### config.mk
export PLATFORM = sky130hd
export DESIGN_NAME = inst_decoder
export DESIGN_NICKNAME = d
export VERILOG_FILES = /design/src/mcu_pkg.sv /design/src/inst_decoder.sv
export SDC_FILE = /design/constraint.sdc
export NUM_CORES = 1
export LEC_CHECK = 0
export ABC_AREA = 1
export BUFFER_PORTS_ARGS = -buffer_cell sky130_fd_sc_hd__buf_2
export CORE_ASPECT_RATIO = 1.1
export CORE_MARGIN = 5
export CORE_UTILIZATION = 25
export CTS_CLUSTER_SIZE = 24
export DETAILED_ROUTE_END_ITERATION = 8
export PLACE_DENSITY_LB_ADDON = 0.05
export SYNTH_ARGS = -nofsm -noshare
export SYNTH_HDL_FRONTEND = slang
export SYNTH_SLANG_ARGS = --single-unit
### constraint.sdc
create_clock -name clk -period 1.4 [get_ports clk]
set_input_delay 0.21 -clock clk [delete_from_list [all_inputs] [get_ports clk]]
set_output_delay 0.21 -clock clk [all_outputs]
set_load 0.05 [all_outputs]
### src/mcu_pkg.sv
`default_nettype none

package mcu_pkg;

    typedef logic [11:0] addr_t;    // word address inside one bank
    typedef logic [13:0] paddr_t;   // {bank, addr_t}
    typedef logic [63:0] data_t;
    typedef logic [7:0]  upc_t;

    typedef enum logic [2:0] {
        OP_CLEAR = 3'b000,
        OP_MAC   = 3'b100,
        OP_CODEC = 3'b110
    } opcode_t;

    // clear row count is {mode, imm_lo}
    typedef struct packed {
        opcode_t    opcode;
        logic [3:0] idx_a;      // control-table indices
        logic [3:0] idx_b;
        logic [3:0] idx_c;
        logic       mode;       // codec direction / mac sign
        logic [4:0] imm_lo;
        logic       spare_hi;
        logic       b_bank;
        logic [3:0] spare_lo;
        logic       func;
    } inst_t;

    typedef struct packed {
        logic       mem_wen;
        logic       codec_en;
        logic [3:0] stride;
        logic [3:0] ptr_clr;    // bit 0 is A, bit 3 is D
        logic [3:0] ptr_add;
        logic       mac_en;
        logic [2:0] loop_st;
        logic [2:0] loop_up;
        logic       done;
    } uinst_t;

    localparam int UINST_WIDTH = $bits(uinst_t);

    typedef enum logic [1:0] {
        SRC_ZERO,
        SRC_ENCODE,
        SRC_DECODE,
        SRC_MACS
    } wr_src_t;

    typedef enum logic [1:0] {
        ST_IDLE,
        ST_IF,
        ST_ID,
        ST_EX
    } ctrl_state_t;

    typedef struct packed {
        paddr_t a;
        paddr_t b;
        paddr_t c;
        paddr_t d;
    } base_addrs_t;

    typedef struct packed {
        addr_t addr;
        logic  wen;
    } mem_req_t;

    localparam int LVL1_LEN = 1344;
    localparam int LVL2_LEN = 976;
    localparam int LVL3_LEN = 640;

endpackage

`default_nettype wire

### src/inst_decoder.sv
`default_nettype none

module inst_decoder #(
    parameter int LOOP_W = 11
) (
    input  wire                         clk,
    input  wire                         rstn,
    input  wire mcu_pkg::inst_t         inst,
    input  wire                         inst_valid,
    input  wire [1:0]                   level,
    input  wire mcu_pkg::data_t         rd_data_ctrl,
    input  wire mcu_pkg::data_t         rd_data_utab,
    input  wire                         done,
    output mcu_pkg::ctrl_state_t        state,
    output mcu_pkg::mem_req_t           ctrl_req,
    output mcu_pkg::mem_req_t           utab_req,
    output mcu_pkg::base_addrs_t        bases,
    output mcu_pkg::upc_t               upc_start,
    output logic [4:0][LOOP_W-1:0]      loop_cnt,
    output logic                        exec_start,
    output logic [1:0]                  wr_bank,
    output mcu_pkg::wr_src_t            wr_src,
    output logic                        macs_signal
);

    mcu_pkg::ctrl_state_t state_nxt;
    mcu_pkg::inst_t       inst_q;
    logic [2:0]           dec_cnt;
    logic                 dec_last;
    logic [LOOP_W-1:0]    row_cnt;

    assign dec_last = (state == mcu_pkg::ST_ID) && (dec_cnt == 3'd6);

    always_comb begin
        case (level)
            2'd1:    row_cnt = LOOP_W'(mcu_pkg::LVL1_LEN);
            2'd2:    row_cnt = LOOP_W'(mcu_pkg::LVL2_LEN);
            2'd3:    row_cnt = LOOP_W'(mcu_pkg::LVL3_LEN);
            default: row_cnt = '0;
        endcase
    end

    always_ff @(posedge clk or negedge rstn) begin
        if (!rstn)
            state <= mcu_pkg::ST_IDLE;
        else
            state <= state_nxt;
    end

    always_comb begin
        state_nxt = state;
        case (state)
            mcu_pkg::ST_IDLE: state_nxt = mcu_pkg::ST_IF;
            mcu_pkg::ST_IF:   if (inst_valid) state_nxt = mcu_pkg::ST_ID;
            mcu_pkg::ST_ID:   if (dec_last) state_nxt = mcu_pkg::ST_EX;
            mcu_pkg::ST_EX:   if (done) state_nxt = mcu_pkg::ST_IDLE;
            default:          state_nxt = mcu_pkg::ST_IDLE;
        endcase
    end

    always_ff @(posedge clk or negedge rstn) begin
        if (!rstn) begin
            inst_q  <= '0;
            dec_cnt <= '0;
        end else begin
            if (state == mcu_pkg::ST_IF && inst_valid)
                inst_q <= inst;
            dec_cnt <= (state == mcu_pkg::ST_ID) ? dec_cnt + 3'd1 : 3'd0;
        end
    end

    // table reads, data returns one cycle after each address
    always_ff @(posedge clk or negedge rstn) begin
        if (!rstn) begin
            ctrl_req  <= '0;
            utab_req  <= '0;
            bases     <= '0;
            upc_start <= '0;
            wr_bank   <= '0;
        end else if (state == mcu_pkg::ST_ID) begin
            utab_req.wen <= 1'b0;   // micro-table read is a single cycle
            case (dec_cnt)
                3'd0: begin
                    ctrl_req <= '{addr: 12'(inst_q.idx_a), wen: 1'b1};
                    utab_req <= '{addr: 12'({inst_q.func, inst_q.opcode}), wen: 1'b1};
                end
                3'd1: ctrl_req.addr <= 12'(inst_q.idx_b);
                3'd2: begin
                    ctrl_req.addr <= 12'(inst_q.idx_c);
                    bases.a       <= rd_data_ctrl[13:0];
                    upc_start     <= rd_data_utab[7:0];
                end
                3'd3: begin
                    if (inst_q.opcode == mcu_pkg::OP_CLEAR)
                        bases.b <= {inst_q.b_bank, 1'b0, inst_q.idx_a, inst_q.idx_b,
                                    inst_q.idx_c};
                    else
                        bases.b <= rd_data_ctrl[13:0];
                end
                3'd4: begin
                    bases.c <= rd_data_ctrl[13:0];
                    bases.d <= {rd_data_ctrl[13], ~rd_data_ctrl[12], rd_data_ctrl[11:0]};
                end
                3'd5: begin
                    ctrl_req.wen <= 1'b0;
                    wr_bank      <= bases.d[13:12];
                end
                default: ;
            endcase
        end
    end

    always_ff @(posedge clk or negedge rstn) begin
        if (!rstn) begin
            loop_cnt    <= '0;
            wr_src      <= mcu_pkg::SRC_ZERO;
            macs_signal <= 1'b0;
            exec_start  <= 1'b0;
        end else begin
            exec_start <= dec_last;
            if (state == mcu_pkg::ST_ID && dec_cnt == 3'd0) begin
                loop_cnt    <= '0;
                wr_src      <= mcu_pkg::SRC_ZERO;
                macs_signal <= 1'b0;
                case (inst_q.opcode)
                    mcu_pkg::OP_CLEAR: begin
                        loop_cnt[0] <= LOOP_W'({inst_q.mode, inst_q.imm_lo});
                        loop_cnt[1] <= LOOP_W'(8);
                    end
                    mcu_pkg::OP_MAC: begin
                        loop_cnt[0] <= row_cnt;
                        loop_cnt[1] <= LOOP_W'(2);
                        loop_cnt[2] <= LOOP_W'(4);
                        wr_src      <= mcu_pkg::SRC_MACS;
                        macs_signal <= inst_q.mode;
                    end
                    mcu_pkg::OP_CODEC: begin
                        loop_cnt[0] <= LOOP_W'(16);
                        wr_src      <= inst_q.mode ? mcu_pkg::SRC_DECODE : mcu_pkg::SRC_ENCODE;
                    end
                    default: ;
                endcase
            end
        end
    end

endmodule

`default_nettype wire

[Word-level counts from Yosys, hierarchy flattened]
Index checks and enable logic that the tools add are counted.
Word-level totals
  register bits: 149
  input bits: 162
  output and inout port bits: 153
  logic and storage cells: 77
Operators by class
  $add $sub $neg: 1
  eq/ne operators: 17
  mux-type cells: 16
  bitwise gates (word level): 1
  reductions and logical operators: 16
Operator list (number)
  11-bit case mux with 3 select lines: 2
  12-bit case mux with 3 select lines: 1
  3-bit == test (second input constant): 5
  14-bit 2-to-1 mux: 1
  2-bit AND reduction: 7
  2-bit == test (second input constant): 4
  2-bit 2-to-1 mux: 4
  2-bit case mux with 4 select lines: 1
  4-bit case mux with 2 select lines: 1
  3-bit by 2-bit == test with 1-bit output (second input constant): 2
  3-bit zero test: 2
  3-bit 2-to-1 mux: 2
  2-bit != test (second input constant): 3
  2-bit by 1-bit == test with 1-bit output (second input constant): 2
  2-bit case mux with 2 select lines: 1
  3-bit by 1-bit adder with 3-bit output (second input constant): 1
  3-bit by 1-bit == test with 1-bit output (second input constant): 1
  1-bit logical AND: 3
  3-bit AND reduction: 1
  3-bit nonzero test: 1
  2-bit zero test: 1
  1-bit 2-to-1 mux: 2
  1-bit case mux with 2 select lines: 1
  2-bit nonzero test: 1
  1-bit inverter: 1

[Logic depth before layout (Yosys ltp)]
Gate-level depths: netlist of the first run.
  word-level depth: 4
  depth in mapped cells: 9
  depth with buffers taken out: 8

[Worst setup path after synthesis of the first run]
Ideal clock, no wire load.
  path type: register to register
  from: reg state[1]
  to: reg inst_q[10] (netlist bit)
  library setup time: 0.125 ns
  arrival time: 1.693 ns
  required time: 1.275 ns
  slack: -0.418 ns
  stages on the path, launching flop included: 6
  buffers on the path: 1
  clock period less this slack: 1.818 ns
  path through: dfrtp_1 -> inv_1 -> ha_1 -> nand2_2 -> buf_2 -> mux2_2
On the way
  cells in the longest elaborated chain, start to end: 2
RTL lines
  start: declaration: RTL line inst_decoder.sv:14  | output mcu_pkg::ctrl_state_t state,
  start signal: assignment: RTL line inst_decoder.sv:45  | state <= mcu_pkg::ST_IDLE;
  start signal: assignment: RTL line inst_decoder.sv:47  | state <= state_nxt;
  2-bit by 1-bit == test with 1-bit output: RTL line inst_decoder.sv:66  | if (state == mcu_pkg::ST_IF && inst_valid)
  1-bit logical AND: RTL line inst_decoder.sv:66
  end signal: assignment: RTL line inst_decoder.sv:67  | inst_q <= inst;
  end: declaration: RTL line inst_decoder.sv:27  | mcu_pkg::inst_t inst_q;
Every way passes these cells.
A chain may end at the register's enable or synchronous reset.

[Worst setup path after layout of the first run]
  from: reg state[0]
  to: reg bases[15] (netlist bit)
On the way
  cells in the longest elaborated chain, start to end: 2
RTL lines
  2-bit == test: RTL line inst_decoder.sv:80  | end else if (state == mcu_pkg::ST_ID) begin
  2-bit AND reduction (no source line)
  end: declaration: RTL line inst_decoder.sv:17  | output mcu_pkg::base_addrs_t bases,
Every way passes these cells.

==> out/metrics.cfg, run 1 <==
[die]
core_mm2 = 0.0199
die_area_mm2 = 0.0233
ioPinCount = 315
die_x_um = 146
start_util = 0.255
die_h_um = 159
row_count = 54

[route]
routed_wl_um = 14300
ant_nets = 0
drt-pass1-iter-count = 4
drc = 0
first_iter_violations = 192
avgRoutedWirePerCell_um = 14.5
num_vias = 3961
routed_via_density = 4.02

[placed_design]
gp_congestion = 0.744
placed_cells = 961
place_area_mm2 = 0.00600
hpwl_um = 10800
place_ws_ns = -0.0781
port_buffers = 146

[setup_path]
r2r_end = bases[15]
critPathCaptureType = register
reg2reg_from = state[0]
required_ns = 1.63
crit_arrival_ns = 1.63
rrSetupSlack_ns = -0.004
critPathKind = register to register
startpoint = state[0]
cp-endpoint = bases[15]
crit_fanout = 7
critPathLaunchType = register
reg2regPathDepth = 7

[grt]
grt.busiest_layer = met2
grt_usage = 0.121
grt_pass1_wl_um = 22500
grt_pass1_vias = 4052
grt_overflow_total = 0
met3_usage = 0.0390
grt_use_met2 = 0.184
met1_usage = 0.159
antenna_found_initial = 1
grt_start_max_net_pins = 33

[clock_tree]
insertion_delay_ns = 0.35
root_buffer = clkbuf_16
cts-buffers-inserted = 9
tritoncts = done
htree_levels = 3
clk_path_buf_depth = 2
cts.reportedPaths.clkPinSlew_ns = 0.07
clock-sinks = 106

[timing]
finalSetupViolations = 2
rsz0062_at_grt = yes
slew_viol_final = 0
skew_ns = 0.00970
fin_crit_ns = 1.40
hold_violations = 0
setup_slack_ns = -0.00449
fin_crit_sh = 1.00
hold_ws_ns = 0.0864
max_freq_mhz = 712

[synthesis]
async_flop_share = 1.00
synthFlopType = dfrtp_1
synth_cells = 571
synth-seq-cells = 106
ys_warn_count = 0
avgSynthCellArea_um2 = 8.89
syn_area_mm2 = 0.00508
synth-edff-count = 0
yosysSeqAreaShare = 0.522
ys_types = 23

[pwr]
p_leak_nw = 3.55
p_per_area_mw_per_mm2 = 2500
vdd_drop_max_v = 0.00149

[final_layout]
stdcell_area_mm2 = 0.00665
nets = 902
layout.cells.non_filler = 985
diodes = 0
utilization = 0.334
drive_gt1_frac = 0.357
synthToLayoutAreaGrowth_pct = 31.0

[min_path]
min_path_type = input pin to register

[outcome]
violations = setup timing
outcome = finished, violations left

[job]
maxCapViolations = 0

## logic make-up after synthesis
| logic type | count (synthesis) | synth area share |
|---|---|---|
| AOI/OAI and AO/OA | 70 | 0.0702 |
| adders and majority gates | 12 | 0.0296 |
| buffers and inverters | 150 | 0.174 |
| DFF | 106 | 0.522 |
| muxes | 10 | 0.0222 |
| other | 1 | 0.000739 |
| and+or+nand+nor | 222 | 0.181 |
## Yosys cell counts, types with 3 or more instances
cell type  instances  area share
mux2_2            10       0.022
inv_2              3      0.0022
clkbuf_1           5      0.0037
inv_1             55       0.041
buf_4             77        0.11
nor2_1            24       0.018
nand2_1          165        0.12
buf_2              7      0.0069
ha_1              12       0.030
nand3_1           25       0.025
o21ai_0           50       0.049
dfrtp_1          106        0.52
a21oi_1           16       0.016
buf_6              3      0.0067
## how the worst min path moves through the flow
stage                        start  depth (start not counted)  slack (ns)            to
after CTS                 inst[10]                          2        0.07    inst_q[10]
final                     inst[10]                          2        0.09    inst_q[10]
after floorplan               rstn                          0       -0.09     bases[12]
after detailed placement      rstn                          1        0.10  upc_start[3]
after global placement        rstn                          1        0.10  upc_start[4]
after global routing      inst[10]                          2        0.07    inst_q[10]
## worst max-delay path, stage by stage (launching register included)
cell and delay, ns:
dfrtp_2 0.42, inv_2 0.09, ha_4 0.19, buf_6 0.13
nand3_4 0.14, clkbuf_16 0.21, nand2_2 0.05, o21ai_1 0.05
## layer usage
metal | vias up | part of all wire
met5 | - | 0.0014
met4 | 2 | 0.018
met3 | 17 | 0.071
met2 | 124 | 0.46
met1 | 1864 | 0.45
li1 | 1954 | -
## report_power, final
group          internal [mW]  leakage (nW)  switching, mW
logic                   2.31          2.20           6.34
clock network           1.80         0.167           1.15
registers               4.25          1.18          0.765
total                   8.37          3.55           8.25
## area by class of cell
| cell class | count | area, µm² |
|---|---|---|
| flip-flops and latches | 106 | 2660 |
| repair buffers | 182 | 1150 |
| clock inverters | 4 | 98.8 |
| well taps | 252 | 315 |
| multi-input cells | 371 | 1970 |
| clock buffers | 12 | 246 |
| fillers | 2103 | 13300 |
| inverters | 58 | 223 |
## cells in the final DEF, fill, tap and decap left out, types with 10 or more instances in the layout
| master | count |
|---|---|
| buf_2 | 145 |
| nand2_1 | 141 |
| dfrtp_1 | 104 |
| conb_1 | 57 |
| inv_1 | 50 |
| o21ai_1 | 35 |
| nor2_1 | 22 |
| nand2_2 | 22 |
| nand3_1 | 22 |
| buf_4 | 21 |
| a21oi_1 | 15 |
| o21ai_0 | 14 |
| clkbuf_16 | 11 |
| mux2_2 | 10 |
## sequential cells by signal (all words and copies together) (netlist names)
name,flops
inst_q,23
bases,43
upc_start,8
dec_cnt,3
state,2
macs_signal,1
loop_cnt,11
wr_bank,2
ctrl_req,5
wr_src,2
exec_start,1
utab_req,5
## what timing repair did
action                     CTS  global route
hold endpoints to repair    17             0
setup endpoints to repair   46            60
buffers inserted             3             1
pin swaps                    3            11
cloned                       0             3
gates resized for setup      9            64
hold buffers                 1             0
## per-stage QoR
stage / TNS (ns) / power (mW)
2_1_floorplan: -2.46 / 11.4
3_3_place_gp: -0.557 / 13.2
3_5_place_dp: -1.58 / 13.3
4_1_cts: 0 / 16.5
5_1_grt: -1.52 / 17.7
6_report: -0.00511 / 16.6
Power figures use the tool's default switching activity.
==> inputs of run 2 (changes only) <==
--- a/config.mk
+++ b/config.mk
@@ -12,6 +12,7 @@
 export CORE_UTILIZATION = 25
 export CTS_CLUSTER_SIZE = 24
 export DETAILED_ROUTE_END_ITERATION = 8
+export MAX_ROUTING_LAYER = met4
 export PLACE_DENSITY_LB_ADDON = 0.05
 export SYNTH_ARGS = -nofsm -noshare
 export SYNTH_HDL_FRONTEND = slang
==> out/metrics.cfg, run 2 (synthesized netlist as in run 1, its figures left out) <==
[grt]
grt_start_max_net_pins = 33
antenna_found_initial = 1
grt_usage = 0.124
grt_overflow_total = 0
grt_pass1_vias = 4057
grt_pass1_wl_um = 22400

[min_path]
min_path_type = input pin to register
worstHoldPathCells = 2

[die]
start_util = 0.255
ioPinCount = 315
core_mm2 = 0.0199
die_x_um = 146
die_h_um = 159
row_count = 54
die_area_mm2 = 0.0233

[setup_path]
path_cells = inv_2 > ha_4 > buf_6 > nand3_4 > clkbuf_16 > nand2_2 > o21ai_1
critPathKind = register to register
required_ns = 1.63
critPathLaunchType = register
cpMaxStageDelayCell = dfrtp_2
reg2regPathDepth = 7
max_stage_delay_ns = 0.42
crit_arrival_ns = 1.64
critPathCaptureType = register
crit_fanout = 7

[clock_tree]
clock-sinks = 106
cts.reportedPaths.clkPinSlew_ns = 0.07
htree_levels = 3
tritoncts = done
root_buffer = clkbuf_16
clk_path_buf_depth = 2
insertion_delay_ns = 0.35
cts-buffers-inserted = 9

[final_layout]
final_common_cell = buf_2
utilization = 0.334
final_cell_mix = buf_2 (145), nand2_1 (142), dfrtp_1 (104)
largest_reg_flops = 43
layout.cells.non_filler = 986
nFillCells = 2104
synthToLayoutAreaGrowth_pct = 31.0
top_register = bases
nets = 902
drive_gt1_frac = 0.356
top_regs = bases x43, inst_q x23, loop_cnt x11

[route]
routed_via_density = 4.03
num_vias = 3970
routed_wl_um = 14300
drc = 0
avgRoutedWirePerCell_um = 14.5
first_iter_violations = 192
ant_nets = 0
drt-pass1-iter-count = 4

[timing]
rsz0062_at_grt = yes
slew_viol_final = 0
hold_ws_ns = 0.0849
fin_crit_ns = 1.40
skew_ns = 0.00995
setup_slack_ns = -0.00462
hold_violations = 0
fin_setup_tns_ns = -0.00525
max_freq_mhz = 712
fin_crit_sh = 1.00
finalSetupViolations = 2

[pwr]
switching_share = 0.497
p_per_area_mw_per_mm2 = 2500
vdd_drop_max_v = 0.00150
combPwrFrac = 0.521
p_leak_nw = 3.55
seq_power_share = 0.302
internal_power_mw = 8.37
pwr-share-clk = 0.178
p_switching_mw = 8.25

[outcome]
violations = setup timing
outcome = finished, violations left

[placed_design]
hpwl_um = 10800
placed_cells = 961
port_buffers = 146
gp_congestion = 0.753

[job]
maxCapViolations = 0

run 2: layer usage:
| metal | routed length, µm | global-route usage |
|---|---|---|
| met5 | 0 | - |
| met4 | 284 | 0.0453 |
| met3 | 1040 | 0.0379 |
| met2 | 6590 | 0.184 |
| met1 | 6420 | 0.160 |
run 2: path summary, 6_finish.rpt:
| kind | from | end | slack [ns] |
|---|---|---|---|
| min in group asynchronous | rstn | upc_start[4] | 0.27 |
| setup reg to reg | state[0] | bases[15] | -0.005 |
| hold / removal | inst[10] | inst_q[10] | 0.08 |
| hold reg to reg | inst_q[10] | loop_cnt[3] | 0.47 |
| max in group asynchronous | rstn | inst_q[20] | 0.65 |
| setup / recovery | state[0] | bases[15] | -0.005 |
run 2: per-stage QoR:
step                      total power [mW]  cell area, µm²  worst slack (ns)
after floorplan                       11.4            5390           -0.0899
after global placement                13.2            6000           -0.0442
after detailed placement              13.3            6000           -0.0781
after CTS                             16.5            6420           0.00309
after global routing                  17.7            6650           -0.0687
final                                 16.6            6650          -0.00462
run 2: layout make-up:
class / instances / area (µm²) / area share
diodes: 1 / 2.50 / 0.000376
clock inverters: 4 / 98.8 / 0.0149
flip-flops and latches: 106 / 2660 / 0.399
multi-input cells: 371 / 1960 / 0.295
inverters: 58 / 223 / 0.0335
repair buffers: 182 / 1150 / 0.172
well taps: 252 / 315 / 0.0474
clock buffers: 12 / 246 / 0.0371
run 2: power by group through the flow:
stage / sequential (mW) / combinational [mW] / clock [mW]
2_1_floorplan: 7.84 / 3.60 / 0
3_3_place_gp: 5.02 / 8.22 / 0
3_5_place_dp: 5.04 / 8.26 / 0
4_1_cts: 5.00 / 8.42 / 3.09
5_1_grt: 5.19 / 9.31 / 3.18
6_report: 5.01 / 8.66 / 2.95
run 2: timing repair:
action	4_1_cts	5_1_grt
pin swaps	3	11
hold buffers	1	0
resized for setup	9	63
hold endpoints to repair	17	0
setup endpoints to repair	46	60
buffers inserted	3	1
gates cloned	0	3
run 2: worst max-delay path: cells and delay by family, from the launching register on:
family,cells,cell delay (ns)
buffers and inverters,3,0.43
flip-flops,1,0.42
adder cells (fa/ha/maj),1,0.19
AND/OR/NAND/NOR,2,0.19
AO/OA/AOI/OAI,1,0.05
==> inputs of run 3 (changes only) <==
--- a/config.mk
+++ b/config.mk
@@ -5,11 +5,11 @@
 export SDC_FILE = /design/constraint.sdc
 export NUM_CORES = 1
 export LEC_CHECK = 0
-export ABC_AREA = 1
-export BUFFER_PORTS_ARGS = -buffer_cell sky130_fd_sc_hd__buf_2
+export BUFFER_PORTS_ARGS = -buffer_cell sky130_fd_sc_hd__buf_4
 export CORE_ASPECT_RATIO = 1.1
 export CORE_MARGIN = 5
 export CORE_UTILIZATION = 25
+export CTS_BUF_LIST = sky130_fd_sc_hd__clkbuf_4
 export CTS_CLUSTER_SIZE = 24
 export DETAILED_ROUTE_END_ITERATION = 8
 export MAX_ROUTING_LAYER = met4
==> out/metrics.cfg, run 3 <==
[final_layout]
drive_gt1_frac = 0.537
top_register = bases
ff_latch_area_mm2 = 0.00266
top_regs = bases x43, inst_q x23, loop_cnt x11
final_common_cell = buf_4
layout.cells.non_filler = 885
nFillCells = 1858
final_cell_mix = buf_4 (150), dfrtp_1 (100), mux2_2 (58)
nets = 806
multi_input_area_mm2 = 0.00216
utilization = 0.399
largest_reg_flops = 43
synthToLayoutAreaGrowth_pct = 56.3

[setup_path]
required_ns = 1.77
path_cells = ha_2 > a222oi_1 > mux2_2
critPathCaptureType = register
cpMaxStageDelayCell = dfrtp_2
critPathKind = register to register
max_stage_delay_ns = 0.47
crit_arrival_ns = 1.95
crit_fanout = 4
path_delay_family = flip-flops
critPathLaunchType = register
path_buf_inv = 0

[synthesis]
synth_common_cells = dfrtp_1 (106), buf_4 (73), mux2_2 (65)
synth-seq-cells = 106
syn_area_mm2 = 0.00489
yosys.area.top_type_share = 0.542
ys_warn_count = 0
synth_cells = 412
yosys.area.top_type = dfrtp_1
synthFlopType = dfrtp_1
async_flop_share = 1.00
avgSynthCellArea_um2 = 11.9
synth-edff-count = 0
synth_area_leaders = dfrtp_1 (54%), mux2_2 (15%), buf_4 (11%)
yosysMostFrequentCell = dfrtp_1
ys_types = 34
yosysSeqAreaShare = 0.542

[clock_tree]
clock-sinks = 106
clk_path_buf_depth = 2
insertion_delay_ns = 0.48
htree_levels = 3
tritoncts = done
cts-buffers-inserted = 9
root_buffer = clkbuf_4
cts.reportedPaths.clkPinSlew_ns = 0.16

[min_path]
min_path_type = input pin to register

[pwr]
p_switching_mw = 9.37
combPwrFrac = 0.623
vdd_drop_max_v = 0.00114
p_leak_nw = 3.55
switching_share = 0.491
p_per_area_mw_per_mm2 = 2500
power_mw = 19.1
pwr-share-clk = 0.088
internal_power_mw = 9.72
seq_power_share = 0.289

[route]
drt-pass1-iter-count = 4
num_vias = 3653
ant_nets = 0
avgRoutedWirePerCell_um = 16.6
first_iter_violations = 92
routed_via_density = 4.13
drc = 0
routed_wl_um = 14700

[timing]
rsz0062_at_grt = yes
fin_crit_sh = 1.13
fin_crit_ns = 1.58
fin_setup_tns_ns = -7.86
skew_ns = 0.0177
slew_viol_final = 0
finalSetupViolations = 77
hold_violations = 0
setup_slack_ns = -0.180
hold_ws_ns = 0.114
max_freq_mhz = 633

[outcome]
violations = setup timing
outcome = finished, violations left

[grt]
grt_overflow_total = 0
grt_usage = 0.125
grt_pass1_wl_um = 21200
grt_pass1_vias = 3765
antenna_found_initial = 1
grt_start_max_net_pins = 31

[die]
row_count = 53
die_x_um = 143
ioPinCount = 315
core_mm2 = 0.0192
die_h_um = 157
die_area_mm2 = 0.0225
start_util = 0.255

[job]
maxCapViolations = 0

[placed_design]
hpwl_um = 9970
port_buffers = 146
gp_congestion = 0.713
placed_cells = 799

[run 3: changes by cell type after synthesis, sizes merged, moves of 7 or more]
cell / delta
a21oi: -14
inv: -45
a22o: +7
o21ai: -45
nand2: -130
nor2: -7
nand3: -24
a31oi: +13
mux2: +55
[run 3: final cells by class]
class | count | share of cell area
clock buffers | 10 | 0.00982
diodes | 1 | 0.000327
flip-flops and latches | 106 | 0.348
well taps | 247 | 0.0404
repair buffers | 244 | 0.305
clock inverters | 6 | 0.00851
multi-input cells | 258 | 0.282
inverters | 13 | 0.00638
[run 3: timing repair]
action                                 CTS  global route
endpoints found under the hold margin  164             0
cloned                                   3             7
setup endpoints to repair               95           104
buffers inserted                         5             8
hold buffers                            47             0
pin swaps                                9            11
resized for setup                       35            76
[run 3: worst register-to-register path, cell delays in order, from the launching register on]
cell and delay [ns]:
dfrtp_2 0.47, ha_2 0.21, a222oi_1 0.43, mux2_2 0.38
[run 3: cell families after synthesis]
logic type | after synthesis | share of synthesized area
DFF | 106 | 0.542
AOI/OAI and AO/OA | 50 | 0.0711
and+or+nand+nor | 74 | 0.0662
other | 1 | 0.000766
buffers and inverters | 104 | 0.140
adders and majority gates | 12 | 0.0307
muxes | 65 | 0.150
[run 3: per-stage QoR]
stage                     setup slack (ns)  instance area (µm²)
final                               -0.180                 7650
after detailed placement            -0.274                 6240
after floorplan                     -0.307                 5230
after global placement              -0.252                 6240
after global routing                -0.270                 7650
after CTS                           -0.154                 7110
[run 3: path summary, 6_finish.rpt]
kind,depth (start not counted),endpoint,slack (ns),start
max in group asynchronous,3,bases[27],0.61,rstn
setup / recovery,3,state[1],-0.18,state[0]
min in group asynchronous,2,upc_start[6],0.18,rstn
hold / removal,3,loop_cnt[10],0.11,level[0]
hold reg to reg,1,loop_cnt[2],0.51,inst_q[9]
setup reg to reg,3,state[1],-0.18,state[0]
[run 3: routing by layer]
layer | track usage | share of wire | vias to the layer above
met3 | 0.0290 | 0.067 | 12
met2 | 0.193 | 0.49 | 122
met1 | 0.160 | 0.43 | 1805
met5 | - | 0 | -
li1 | - | - | 1714
met4 | 0.0417 | 0.014 | 0
[run 3: power by group through the flow]
| stage | Combinational, mW | Clock [mW] | Sequential [mW] |
|---|---|---|---|
| global placement | 10.2 | 0 | 5.44 |
| detailed placement | 10.2 | 0 | 5.47 |
| global route | 12.5 | 1.87 | 5.73 |
| floorplan | 3.90 | 0 | 8.74 |
| finish | 11.9 | 1.67 | 5.53 |
| CTS | 11.1 | 1.76 | 5.44 |
